--- src/tetris_pkg.sv ---
`default_nettype none

package tetris_pkg;

    // action codes, lower code wins arbitration
    typedef enum logic [2:0] {
        act_none      = 3'd0,
        act_hard_drop = 3'd1,
        act_soft_drop = 3'd2,
        act_move_r    = 3'd3,
        act_move_l    = 3'd4,
        act_rotate_r  = 3'd5,
        act_rotate_l  = 3'd6
    } action_t;

    localparam int num_actions = 6;

    // bit i belongs to action code i+1
    typedef logic [num_actions-1:0] action_vec_t;

    typedef enum logic [1:0] {
        scr_title  = 2'd0,
        scr_sprint = 2'd1,
        scr_end    = 2'd2
    } screen_t;

    // keys are active low, rotate_mode high selects rotate
    typedef struct packed {
        logic key_left;
        logic key_right;
        logic key_soft;
        logic key_hard;
        logic key_start;
        logic rotate_mode;
    } buttons_t;

    typedef struct packed {
        logic [4:0] hours;
        logic [5:0] minutes;
        logic [5:0] seconds;
        logic [3:0] deciseconds;
        logic [3:0] centiseconds;
        logic [3:0] milliseconds;
    } play_time_t;

    typedef logic [5:0] lines_t;

    localparam int das_delay_default    = 16;
    localparam int arr_period_default   = 6;
    localparam int tick_cycles_default  = 50_000;
    localparam int sprint_lines_default = 40;

endpackage

`default_nettype wire

--- src/action_repeat.sv ---
`default_nettype none
`timescale 1ns/100ps

module action_repeat #(
    parameter int DAS_DELAY  = tetris_pkg::das_delay_default,
    parameter int ARR_PERIOD = tetris_pkg::arr_period_default,
    parameter bit REPEAT_EN  = 1'b1
) (
    input  logic clk,
    input  logic rst_l,
    input  logic held,
    output logic pulse
);

    localparam int CNT_MAX = (DAS_DELAY > ARR_PERIOD) ? DAS_DELAY : ARR_PERIOD;
    localparam int CNT_W   = $clog2(CNT_MAX + 1);

    typedef enum logic [1:0] {
        st_idle,
        st_delay,
        st_repeat
    } state_t;

    state_t           state;
    state_t           state_n;
    logic [CNT_W-1:0] cnt;
    logic [CNT_W-1:0] cnt_n;
    logic             expired;

    // without repeat the counter never expires, one pulse per press
    assign expired = REPEAT_EN && (cnt == '0);

    always_comb begin
        state_n = state;
        cnt_n   = cnt;
        pulse   = 1'b0;
        case (state)
            st_idle: begin
                if (held) begin
                    pulse   = 1'b1;
                    state_n = st_delay;
                    cnt_n   = CNT_W'(DAS_DELAY - 1);
                end
            end
            st_delay, st_repeat: begin
                if (!held) begin
                    state_n = st_idle;
                end else if (expired) begin
                    pulse   = 1'b1;
                    state_n = st_repeat;
                    cnt_n   = CNT_W'(ARR_PERIOD - 1);
                end else if (cnt != '0) begin
                    cnt_n = cnt - 1'b1;
                end
            end
            default: begin
                state_n = st_idle;
            end
        endcase
    end

    always_ff @(posedge clk, negedge rst_l) begin
        if (!rst_l) begin
            state <= st_idle;
            cnt   <= '0;
        end else begin
            state <= state_n;
            cnt   <= cnt_n;
        end
    end

endmodule

`default_nettype wire

--- src/action_inputs.sv ---
`default_nettype none
`timescale 1ns/100ps

module action_inputs #(
    parameter int DAS_DELAY  = tetris_pkg::das_delay_default,
    parameter int ARR_PERIOD = tetris_pkg::arr_period_default
) (
    input  logic                    clk,
    input  logic                    rst_l,
    input  tetris_pkg::buttons_t    buttons,
    output tetris_pkg::action_vec_t pulses,
    output logic                    start_press
);

    tetris_pkg::buttons_t    sync_q1;
    tetris_pkg::buttons_t    sync_q2;
    tetris_pkg::action_vec_t held;
    logic                    start_held;
    logic                    start_prev;

    // two-flop synchronizer, idle level is all ones
    always_ff @(posedge clk, negedge rst_l) begin
        if (!rst_l) begin
            sync_q1    <= '1;
            sync_q2    <= '1;
            start_prev <= 1'b0;
        end else begin
            sync_q1    <= buttons;
            sync_q2    <= sync_q1;
            start_prev <= start_held;
        end
    end

    // left/right steer to move or rotate by the mode switch
    always_comb begin
        held[int'(tetris_pkg::act_hard_drop) - 1] = !sync_q2.key_hard;
        held[int'(tetris_pkg::act_soft_drop) - 1] = !sync_q2.key_soft;
        held[int'(tetris_pkg::act_move_r) - 1]    = !sync_q2.rotate_mode && !sync_q2.key_right;
        held[int'(tetris_pkg::act_move_l) - 1]    = !sync_q2.rotate_mode && !sync_q2.key_left;
        held[int'(tetris_pkg::act_rotate_r) - 1]  = sync_q2.rotate_mode && !sync_q2.key_right;
        held[int'(tetris_pkg::act_rotate_l) - 1]  = sync_q2.rotate_mode && !sync_q2.key_left;
    end

    assign start_held  = !sync_q2.key_start;
    assign start_press = start_held && !start_prev;

    for (genvar i = 0; i < tetris_pkg::num_actions; i++) begin : g_repeat
        action_repeat #(
            .DAS_DELAY  (DAS_DELAY),
            .ARR_PERIOD (ARR_PERIOD),
            .REPEAT_EN  (i != int'(tetris_pkg::act_hard_drop) - 1)
        ) u_repeat (
            .clk   (clk),
            .rst_l (rst_l),
            .held  (held[i]),
            .pulse (pulses[i])
        );
    end

endmodule

`default_nettype wire

--- src/action_arbiter.sv ---
`default_nettype none
`timescale 1ns/100ps

module action_arbiter (
    input  logic                    clk,
    input  logic                    rst_l,
    input  tetris_pkg::action_vec_t pulses,
    input  tetris_pkg::screen_t     screen,
    input  logic                    act_ack,
    output logic                    act_req,
    output tetris_pkg::action_t     act_code
);

    typedef enum logic [1:0] {
        st_idle,
        st_req,
        st_release
    } state_t;

    state_t                  state;
    tetris_pkg::action_vec_t pending;
    tetris_pkg::action_vec_t grant;
    tetris_pkg::action_vec_t clear_mask;
    tetris_pkg::action_t     sel_code;
    logic                    running;
    logic                    start_req;

    assign running = (screen == tetris_pkg::scr_sprint);

    // fixed priority, lowest bit first
    always_comb begin
        sel_code = tetris_pkg::act_none;
        grant    = '0;
        for (int i = tetris_pkg::num_actions - 1; i >= 0; i--) begin
            if (pending[i]) begin
                sel_code = tetris_pkg::action_t'(i + 1);
                grant    = tetris_pkg::action_vec_t'(1) << i;
            end
        end
    end

    assign start_req  = (state == st_idle) && running && (pending != '0);
    assign clear_mask = start_req ? grant : '0;

    // repeats of a pending action merge into its bit
    always_ff @(posedge clk, negedge rst_l) begin
        if (!rst_l) begin
            pending <= '0;
        end else if (!running) begin
            pending <= '0;
        end else begin
            pending <= (pending & ~clear_mask) | pulses;
        end
    end

    always_ff @(posedge clk, negedge rst_l) begin
        if (!rst_l) begin
            state <= st_idle;
        end else begin
            case (state)
                st_idle: begin
                    if (start_req) begin
                        state <= st_req;
                    end
                end
                st_req: begin
                    if (act_ack) begin
                        state <= st_release;
                    end
                end
                // wait for the engine to drop ack before the next request
                st_release: begin
                    if (!act_ack) begin
                        state <= st_idle;
                    end
                end
                default: begin
                    state <= st_idle;
                end
            endcase
        end
    end

    always_ff @(posedge clk) begin
        if (start_req) begin
            act_code <= sel_code;
        end
    end

    assign act_req = (state == st_req);

endmodule

`default_nettype wire

--- src/screen_fsm.sv ---
`default_nettype none
`timescale 1ns/100ps

module screen_fsm #(
    parameter int SPRINT_LINES = tetris_pkg::sprint_lines_default
) (
    input  logic                clk,
    input  logic                rst_l,
    input  logic                start_press,
    input  logic                line_clear,
    input  logic [2:0]          lines_add,
    input  logic                top_out,
    output tetris_pkg::screen_t screen,
    output logic                game_start,
    output tetris_pkg::lines_t  lines_cleared
);

    logic [6:0]         lines_sum;
    tetris_pkg::lines_t lines_next;
    logic               target_hit;

    assign lines_sum = {1'b0, lines_cleared} + {4'b0, lines_add};

    // saturate at 63
    assign lines_next = lines_sum[6] ? '1 : lines_sum[5:0];

    assign target_hit = line_clear && (lines_next >= SPRINT_LINES);

    always_ff @(posedge clk, negedge rst_l) begin
        if (!rst_l) begin
            screen        <= tetris_pkg::scr_title;
            game_start    <= 1'b0;
            lines_cleared <= '0;
        end else begin
            game_start <= 1'b0;
            case (screen)
                tetris_pkg::scr_title: begin
                    if (start_press) begin
                        screen        <= tetris_pkg::scr_sprint;
                        game_start    <= 1'b1;
                        lines_cleared <= '0;
                    end
                end
                tetris_pkg::scr_sprint: begin
                    if (line_clear) begin
                        lines_cleared <= lines_next;
                    end
                    if (top_out || target_hit) begin
                        screen <= tetris_pkg::scr_end;
                    end
                end
                tetris_pkg::scr_end: begin
                    if (start_press) begin
                        screen <= tetris_pkg::scr_title;
                    end
                end
                default: begin
                    screen <= tetris_pkg::scr_title;
                end
            endcase
        end
    end

endmodule

`default_nettype wire

--- src/sprint_timer.sv ---
`default_nettype none
`timescale 1ns/100ps

module sprint_timer #(
    parameter int TICK_CYCLES = tetris_pkg::tick_cycles_default
) (
    input  logic                   clk,
    input  logic                   rst_l,
    input  tetris_pkg::screen_t    screen,
    input  logic                   game_start,
    output tetris_pkg::play_time_t play_time
);

    localparam int DIV_W = (TICK_CYCLES > 1) ? $clog2(TICK_CYCLES) : 1;

    logic [DIV_W-1:0] div;
    logic             running;
    logic             tick;
    logic             ms_en;
    logic             cs_en;
    logic             ds_en;
    logic             sec_en;
    logic             min_en;
    logic             hr_en;

    function automatic logic [5:0] next_digit(input logic [5:0] val, input logic [5:0] last);
        return (val == last) ? 6'd0 : val + 6'd1;
    endfunction

    assign running = (screen == tetris_pkg::scr_sprint);
    assign tick    = running && (div == DIV_W'(TICK_CYCLES - 1));

    // carry chain, each digit enables the next at its terminal value
    assign ms_en  = tick;
    assign cs_en  = ms_en && (play_time.milliseconds == 4'd9);
    assign ds_en  = cs_en && (play_time.centiseconds == 4'd9);
    assign sec_en = ds_en && (play_time.deciseconds == 4'd9);
    assign min_en = sec_en && (play_time.seconds == 6'd59);
    assign hr_en  = min_en && (play_time.minutes == 6'd59);

    // the game_start cycle already counts as the first divider cycle
    always_ff @(posedge clk, negedge rst_l) begin
        if (!rst_l) begin
            div <= '0;
        end else if (game_start) begin
            div <= DIV_W'(1);
        end else if (tick) begin
            div <= '0;
        end else if (running) begin
            div <= div + 1'b1;
        end
    end

    always_ff @(posedge clk, negedge rst_l) begin
        if (!rst_l) begin
            play_time <= '0;
        end else if (game_start) begin
            play_time <= '0;
        end else begin
            if (ms_en) begin
                play_time.milliseconds <= 4'(next_digit({2'b0, play_time.milliseconds}, 6'd9));
            end
            if (cs_en) begin
                play_time.centiseconds <= 4'(next_digit({2'b0, play_time.centiseconds}, 6'd9));
            end
            if (ds_en) begin
                play_time.deciseconds <= 4'(next_digit({2'b0, play_time.deciseconds}, 6'd9));
            end
            if (sec_en) begin
                play_time.seconds <= next_digit(play_time.seconds, 6'd59);
            end
            if (min_en) begin
                play_time.minutes <= next_digit(play_time.minutes, 6'd59);
            end
            // hours just wrap
            if (hr_en) begin
                play_time.hours <= play_time.hours + 1'b1;
            end
        end
    end

endmodule

`default_nettype wire

--- src/tetris_sprint_top.sv ---
`default_nettype none
`timescale 1ns/100ps

module tetris_sprint_top #(
    parameter int DAS_DELAY    = tetris_pkg::das_delay_default,
    parameter int ARR_PERIOD   = tetris_pkg::arr_period_default,
    parameter int TICK_CYCLES  = tetris_pkg::tick_cycles_default,
    parameter int SPRINT_LINES = tetris_pkg::sprint_lines_default
) (
    input  logic                   clk,
    input  logic                   rst_l,
    input  tetris_pkg::buttons_t   buttons,
    input  logic                   line_clear,
    input  logic [2:0]             lines_add,
    input  logic                   top_out,
    input  logic                   act_ack,
    output logic                   act_req,
    output tetris_pkg::action_t    act_code,
    output tetris_pkg::screen_t    screen,
    output tetris_pkg::lines_t     lines_cleared,
    output tetris_pkg::play_time_t play_time
);

    tetris_pkg::action_vec_t pulses;
    logic                    start_press;
    logic                    game_start;

    action_inputs #(
        .DAS_DELAY  (DAS_DELAY),
        .ARR_PERIOD (ARR_PERIOD)
    ) u_inputs (
        .clk         (clk),
        .rst_l       (rst_l),
        .buttons     (buttons),
        .pulses      (pulses),
        .start_press (start_press)
    );

    action_arbiter u_arbiter (
        .clk      (clk),
        .rst_l    (rst_l),
        .pulses   (pulses),
        .screen   (screen),
        .act_ack  (act_ack),
        .act_req  (act_req),
        .act_code (act_code)
    );

    screen_fsm #(
        .SPRINT_LINES (SPRINT_LINES)
    ) u_screen (
        .clk           (clk),
        .rst_l         (rst_l),
        .start_press   (start_press),
        .line_clear    (line_clear),
        .lines_add     (lines_add),
        .top_out       (top_out),
        .screen        (screen),
        .game_start    (game_start),
        .lines_cleared (lines_cleared)
    );

    sprint_timer #(
        .TICK_CYCLES (TICK_CYCLES)
    ) u_timer (
        .clk        (clk),
        .rst_l      (rst_l),
        .screen     (screen),
        .game_start (game_start),
        .play_time  (play_time)
    );

endmodule

`default_nettype wire

--- config.mk ---
export PLATFORM = sky130hd
export DESIGN_NAME = tetris_sprint_top
export DESIGN_NICKNAME = d
export VERILOG_FILES = /design/src/tetris_pkg.sv /design/src/action_repeat.sv /design/src/action_inputs.sv /design/src/action_arbiter.sv /design/src/screen_fsm.sv /design/src/sprint_timer.sv /design/src/tetris_sprint_top.sv
export SDC_FILE = /design/constraint.sdc
export NUM_CORES = 1
export LEC_CHECK = 0
export ABC_AREA = 1
export BUFFER_PORTS_ARGS = -buffer_cell sky130_fd_sc_hd__clkbuf_2
export CELL_PAD_IN_SITES_DETAIL_PLACEMENT = 2
export CELL_PAD_IN_SITES_GLOBAL_PLACEMENT = 2
export CORE_ASPECT_RATIO = 2
export CORE_MARGIN = 10
export CORE_UTILIZATION = 32
export CTS_CLUSTER_DIAMETER = 40
export DETAILED_ROUTE_END_ITERATION = 16
export GPL_TIMING_DRIVEN = 0
export HOLD_SLACK_MARGIN = 0.15
export PLACE_DENSITY = 0.78
export SYNTH_ARGS = -nofsm -noshare
export SYNTH_HDL_FRONTEND = slang
export SYNTH_HIERARCHICAL = 1
export SYNTH_SLANG_ARGS = --single-unit
--- constraint.sdc ---
create_clock -name clk -period 1.52 [get_ports clk]
set_input_delay 0.304 -clock clk [delete_from_list [all_inputs] [get_ports clk]]
set_output_delay 0.304 -clock clk [all_outputs]
set_load 0.05 [all_outputs]
== Yosys cells after proc, flatten, opt, wreduce, memory -nomap -nowiden ==
Index checks and enable logic that the tools add are counted.
Widths: inputs -> output; s select.

* Register bits: 115
* Input port bits: 14
* Output and inout bits: 41
* Word-level logic and storage cells: 291

* $add $sub $neg: 13
* $lt $le $gt $ge: 1
* Equal/unequal tests: 51
* Multiplexer cells: 112
* Bitwise operators: 3
* Reductions and logical operators: 73

{| class="wikitable"
|+ Operators with widths
! kind !! count
|-
| $mux 5 || 21
|-
| $mux 6 || 15
|-
| $mux 2 || 25
|-
| $pmux 5 s2 || 5
|-
| $mux 16 || 3
|-
| $ne 2x2->1 const B || 16
|-
| $mux 29 || 1
|-
| $ne 3x3->1 const B || 9
|-
| $logic_not 5->1 || 5
|-
| $reduce_bool 5->1 || 5
|-
| $sub 5x1->5 const B || 5
|-
| $mux 4 || 6
|-
| $pmux 2 s2 || 6
|-
| $reduce_bool 2->1 || 12
|-
| $reduce_and 4->1 || 5
|-
| $mux 1 || 19
|-
| $add 16x1->16 const B || 1
|-
| $eq 16x16->1 const B || 1
|-
| $eq 2x1->1 const B || 8
|-
| $eq 2x2->1 const B || 8
|-
| $logic_not 2->1 || 8
|-
| $logic_and 1x1->1 || 14
|-
| $add 4x1->4 const B || 3
|-
| $add 6x1->6 const B || 2
|-
| 22 further kinds || 50
|}

== Depth between registers and ports, before layout ==
* Word-level depth: 11
* Mapped depth: 11
* Gate-level depth less buffers: 11

== By module ==
Netlist, hierarchy kept.

{| class="wikitable"
|+ Modules (own cells, without submodules)
! module !! instances !! cells an instance !! area an instance (µm²) !! seq. area each (µm²)
|-
| sprint_timer || 1 || 371 || 2717.6 || 1126.1
|-
| action_repeat at u_inputs.g_repeat[1].u_repeat ... || 5 || 61 || 459.2 || 175.2
|-
| screen_fsm || 1 || 74 || 580.6 || 225.2
|-
| action_arbiter || 1 || 60 || 521.8 || 290.3
|-
| action_inputs || 1 || 22 || 374.1 || 340.3
|-
| action_repeat at u_inputs.g_repeat[0].u_repeat || 1 || 7 || 61.3 || 25.0
|}

== Worst setup path before layout ==
No wires, ideal clock.

* Path type: flip-flop to flip-flop
* From: register u_screen.lines_cleared[0]
* To: register u_screen.screen[1]
* Setup time: 0.119 ns
* Arrival: 1.809 ns
* Required time: 1.401 ns
* Path slack: -0.408 ns
* Cell stages (with the launch flop): 11
* Buffers on the path: 0
* Clock period less this slack: 1.928 ns
* Path through: dfrtp_1 -> ha_1 -> fa_1 -> nand2_1 -> nand2_1 -> nand3_2 -> nand4_1 -> nand3_2 -> nand2_2 -> nand2_1 -> nand2_1

* Word-level cells in the longest chain between the ends: 7

{| class="wikitable"
|+ RTL lines
! item !! line !! source
|-
| start: declaration || screen_fsm.sv:15 || <nowiki>output tetris_pkg::lines_t lines_cleared</nowiki>
|-
| start signal: assignment || screen_fsm.sv:46 || <nowiki>lines_cleared <= lines_next;</nowiki>
|-
| $add 6x3->7 || screen_fsm.sv:22 || <nowiki>assign lines_sum = {1'b0, lines_cleared} + {4'b0, lines_add};</nowiki>
|-
| $mux 6 || screen_fsm.sv:25 || <nowiki>assign lines_next = lines_sum[6] ? '1 : lines_sum[5:0];</nowiki>
|-
| $ge 6x6->1 || screen_fsm.sv:27 || <nowiki>assign target_hit = line_clear && (lines_next >= SPRINT_LINES);</nowiki>
|-
| $logic_and 1x1->1 || screen_fsm.sv:27 ||
|-
| $logic_or 1x1->1 || screen_fsm.sv:48 || <nowiki>if (top_out || target_hit) begin</nowiki>
|-
| $ne 2x1->1 (no line) || n/a ||
|-
| $reduce_and 3->1 (no line) || n/a ||
|-
| end signal: assignment || screen_fsm.sv:31 || <nowiki>screen <= tetris_pkg::scr_title;</nowiki>
|-
| end signal: assignment || screen_fsm.sv:49 || <nowiki>screen <= tetris_pkg::scr_end;</nowiki>
|-
| end signal: assignment || screen_fsm.sv:54 || <nowiki>screen <= tetris_pkg::scr_title;</nowiki>
|-
| end: declaration || screen_fsm.sv:13 || <nowiki>output tetris_pkg::screen_t screen,</nowiki>
|}

No other way between the ends.
A chain may end at the register's enable or synchronous reset.

== Final worst setup path ==
* From: register u_timer.div[0]
* To: register, netlist name u_timer/play_time[13]

* Word-level cells in the longest chain between the ends: 6

{| class="wikitable"
|+ RTL lines
! item !! line !! source
|-
| start: declaration || sprint_timer.sv:16 || <nowiki>logic [DIV_W-1:0] div;</nowiki>
|-
| start signal: assignment || sprint_timer.sv:50 || <nowiki>div <= div + 1'b1;</nowiki>
|-
| $eq 16x16->1 || sprint_timer.sv:31 || <nowiki>assign tick = running && (div == DIV_W'(TICK_CYCLES - 1));</nowiki>
|-
| $logic_and 1x1->1 || sprint_timer.sv:31 ||
|-
| $logic_and 1x1->1 || sprint_timer.sv:35 || <nowiki>assign cs_en = ms_en && (play_time.milliseconds == 4'd9);</nowiki>
|-
| $logic_and 1x1->1 || sprint_timer.sv:36 || <nowiki>assign ds_en = cs_en && (play_time.centiseconds == 4'd9);</nowiki>
|-
| $logic_and 1x1->1 || sprint_timer.sv:37 || <nowiki>assign sec_en = ds_en && (play_time.deciseconds == 4'd9);</nowiki>
|-
| $reduce_bool 2->1 (no line) || n/a ||
|}

No other way between the ends.

==> results by stage <==
Routing:
- The routed wire length is 26500 um.
- The first detailed-routing pass took 4 iterations.
- The wire length per cell after detailed routing is 20.9 um.
- The routed via count divided by cell count is between 5 and 6.
- The count of vias placed by the detailed router is 6460.
- After the first detailed-routing iteration, the DRC count stood at 239.
- The antenna violation net count after detailed routing is 0.
- For this run, design rule violations remaining after detail routing come to 0.

Final layout:
- In the final design database the tool counted 1040 nets.
- From synthesis to final layout, the design area changed by 43.4%.
- The count of filler cells inserted in the layout is 2188.
- 0 antenna diodes ended up in the layout.
- At the end of the flow the core is filled with cells to 0.463.
- The share of cells above drive strength 1 is 0.413.

Floorplan:
- During I/O placement, the number of pins put on the boundary was 55.
- The die covers 26900 sq um.
- The placeable core region is 20300 sq um.
- The starting density of the core is 0.323.
- The width of the die is roughly 120 um.
- The overall die height is 222 um.
- The site row count is 74.

Power and ir drop:
- The power per standard cell area is 1550 nW/um^2.
- The logic gate share of total power is 0.440.
- The reported net switching power is 6.18 mW.
- Of the total power, the share spent switching nets is 0.425.
- The worst vdd rail ir drop is 996 uV.
- The cell-internal power is about 8.4 mW.
- Of the total power, registers draw 0.307.
- The share of total power dissipated in the clock network is 0.253.
- The leakage power is between 4 and 5 nW.

Worst setup path:
- For this run, the slowest stage of the critical path takes 430 ps.
- STA classifies the critical path startpoint as a flop.
- The data arrival at the endpoint of the critical path is 2230 ps.
- The slowest stage of the critical path is the dfrtp_2 cell.
- The type of element capturing the critical path is a flop.
- The worst setup path is of the flop to flop kind.
- Along the worst path, the maximum fanout reaches 6.
- The critical path goes through ha_4 > nand2_4 > nor2_4 > nand3_4 > nor2_4 > nand4_4 > nand2_8 > buf_8 > nand2_8 > nand2_1 > nand2_1.
- At the worst endpoint, the required time is 1830 ps.

STA:
- The slew at the pin closest to its max-slew limit is 740 ps.
- Measured against its own limit, the worst slew margin works out to 0.506.
- In the finished design, the share of the clock period the worst path needs comes to 1.27.
- The time the final worst path needs with I/O delays and setup is roughly 1900 ps.
- Setup repair after global routing could not meet its margin everywhere.
- The total count of max-transition violations in the final report is 0.
- Summed over all failing endpoints, the final setup total negative slack is -12360 ps.
- Derived from the worst setup path, the maximum achievable clock frequency is roughly 520 MHz.
- On the final layout, the worst clock skew is 9.93 ps.
- The worst setup margin is -406 ps.
- The count of endpoints failing setup in the final report is 54.
- The number of hold-slack violations in the final timing report came to 0.

Synthesis:
- The share of synthesized flip-flops with an asynchronous set or reset is 0.974.
- Among all flip-flop cells after synthesis, the most frequent one is dfrtp_1.
- The synthesized design contains 3 enable-type register cells.
- The post-synthesis average cell area is 7.81 sq um.
- The Yosys warning count is 6.
- After synthesis the netlist holds a flip-flop and latch count of between 100 and 150.
- The post-synthesis instance total is 839.
- The number of nets produced by synthesis is 888.
- Of the synthesized area, sequential elements account for 0.440.
- The netlist uses 36 different library cells.
- After synthesis the cells add up to around 6600 sq um.

Clock tree:
- Counting the buffers created by CTS gives 17.
- The clock root buffer is clkbuf_16.
- The total number of H-tree levels is 4.
- Counting along the longest clock path gives a buffer depth of 2.
- The later pin in the worst-skew pair is clocked with a latency of between 400 and 500 ps.
- The number of sinks driven by the clock tree is around 110.
- Clock-pin slew was measured on the worst setup and hold paths at 60 ps.
- TritonCTS built the clock tree.

Place:
- The count of buffers added on input and output ports is 54.
- The HPWL after detailed placement is 15200 um.
- At the end of routability-driven placement, the weighted congestion stood at about 0.78.

GRT:
- The first global-routing pass estimated 40100 um of wire.
- Entering global routing, the biggest net connects 76 pins.
- The via count of the first global-routing pass is around 7300.
- The total track usage is 0.190.
- The number of antenna violations at the first check in global routing is 0.
- The leftover overflow at the end of global routing is 0.

Run status:
- The flow ran to the end, but the final reports show violations.
- The checks that failed: setup timing.

Flow run:
- Max-cap violations in this run came to 0.

Worst hold path:
- The path class of the tightest hold or removal check is input port to flop.
==> registers in the layout, indices dropped and copies added, names as in the netlist <==
register,cells
u_arbiter/act_code,3
u_arbiter/pending,6
u_arbiter/state,2
u_inputs/g_repeat.u_repeat/cnt,25
u_inputs/g_repeat.u_repeat/state,11
u_inputs/start_prev,1
u_inputs/sync_q1,6
u_inputs/sync_q2,6
u_screen/game_start,1
u_screen/lines_cleared,6
u_screen/screen,2
u_timer/div,16
u_timer/play_time,29
==> path summary, 6_finish.rpt <==
| check | startpoint | end | slack, ps | cells after the start |
|---|---|---|---|---|
| worst max-delay path | u_timer/div[0] | u_timer/play_time[13] | -410 | 11 |
| worst min-delay path | line_clear | u_screen/lines_cleared[5] | 170 | 3 |
| worst max register to register | u_timer/div[0] | u_timer/play_time[13] | -410 | 11 |
| worst min register to register | u_inputs/sync_q1[5] | u_inputs/sync_q2[5] | 350 | 0 |
| max in group asynchronous | rst_l | u_timer/div[7] | 400 | 3 |
| min in group asynchronous | rst_l | u_inputs/g_repeat[3].u_repeat/state[1] | 360 | 2 |
==> cell type report <==
class / instances / area [sq um] / share of cell area
Inverter: 132 / 531 / 0.0565
Multi-Input combinational cell: 589 / 3880 / 0.413
Clock inverter: 7 / 35.0 / 0.00373
Buffer: 5 / 57.6 / 0.00613
Clock buffer: 25 / 495 / 0.0527
Timing Repair Buffer: 132 / 1150 / 0.123
Tap cell: 266 / 333 / 0.0354
Sequential cell: 114 / 2910 / 0.310
==> Yosys cell counts (3+ instances only) <==
cell type | instances | area [sq um]
o22ai_1 | 4 | 25.0
nand2_2 | 21 | 131
inv_2 | 8 | 30.0
edfxtp_1 | 3 | 90.1
o21ai_0 | 26 | 130
o31ai_1 | 3 | 22.5
o21ai_1 | 5 | 25.0
nand2_1 | 213 | 800
nand3_2 | 10 | 100
nand3_1 | 74 | 370
inv_1 | 124 | 465
dfrtp_1 | 99 | 2480
nor2_1 | 78 | 293
nor2_2 | 15 | 93.8
or2_2 | 4 | 25.0
nor3_1 | 14 | 70.1
nor2_4 | 6 | 67.6
xor2_1 | 10 | 87.6
ha_1 | 34 | 425
dfstp_2 | 12 | 315
or2_1 | 5 | 31.3
a21oi_2 | 5 | 43.8
nand4_1 | 21 | 131
a21oi_1 | 30 | 150
==> power by group through the flow <==
stage          sequential [mW]  clock [mW]  combinational [mW]
6_report                  4.46        3.68                6.39
5_1_grt                   4.55        3.90                7.02
4_1_cts                   4.37        3.77                5.65
3_5_place_dp              4.45           0                4.55
3_3_place_gp              4.42           0                4.35
2_1_floorplan             4.99           0                2.63
==> critical path: cells and delay by family (launching register included) <==
kind / cells / cell delay (ps)
flip-flops: 1 / 430
AND/OR/NAND/NOR: 9 / 1040
buffers and inverters: 1 / 140
adder cells (fa/ha/maj): 1 / 170
==> cells by family after synthesis <==
family	after synthesis	share of synthesized area
and+or+nand+nor	467	0.331
AOI/OAI and AO/OA	76	0.0640
adders and majority gates	35	0.0680
DFF	114	0.440
buffers and inverters	137	0.0833
xor gates and xnor gates	10	0.0134
==> cells in the final DEF, fill, tap and decap left out, types with 9 or more instances in the layout <==
cell and n:
nor2_1 57, buf_6 13, nor2_2 19, dfstp_2 12, a21oi_1 20, clkbuf_8 10
a21oi_2 14, dfrtp_1 77, nand3_1 67, nand2_4 13, dfrtp_2 22, clkbuf_2 25
clkbuf_4 12, clkbuf_16 18, nand4_1 21, o21ai_2 10, ha_1 23, inv_2 27
buf_4 59, xor2_1 9, nand3_2 14, ha_4 10, nand2_2 58, inv_1 97
nor2_4 23, nand2_1 162, o21ai_0 16
==> per-layer routing <==
metal,share of wire,wire (um),vias to the layer above,track usage
met2,0.58,15400,128,0.374
li1,-,-,2979,-
met4,0.048,1270,0,0.0932
met3,0.028,736,71,0.0384
met5,0,0,-,0
met1,0.34,9070,3282,0.176
==> through the flow <==
stage | power, mW | hold slack [ps] | setup WS (ps) | cells | instance area [sq um]
floorplan | 7.63 | 8.41 | -197 | 839 | 6680
global placement | 8.77 | 347 | -2040 | 1159 | 7280
detailed placement | 9.00 | 250 | -499 | 1160 | 7320
CTS | 13.8 | 157 | -229 | 1245 | 8890
global route | 15.5 | 166 | -504 | 1270 | 9400
finish | 14.5 | 167 | -406 | 1270 | 9400
==> timing repair <==
item | CTS | global route
pin swaps | 36 | 43
buffers inserted | 43 | 27
gates cloned | 2 | 0
hold buffers | 8 | 0
endpoints found under the hold margin | 44 | 0
endpoints found under the setup margin | 81 | 89
gates resized for setup | 145 | 120
Note: power is estimated with default switching activity, not from simulation.
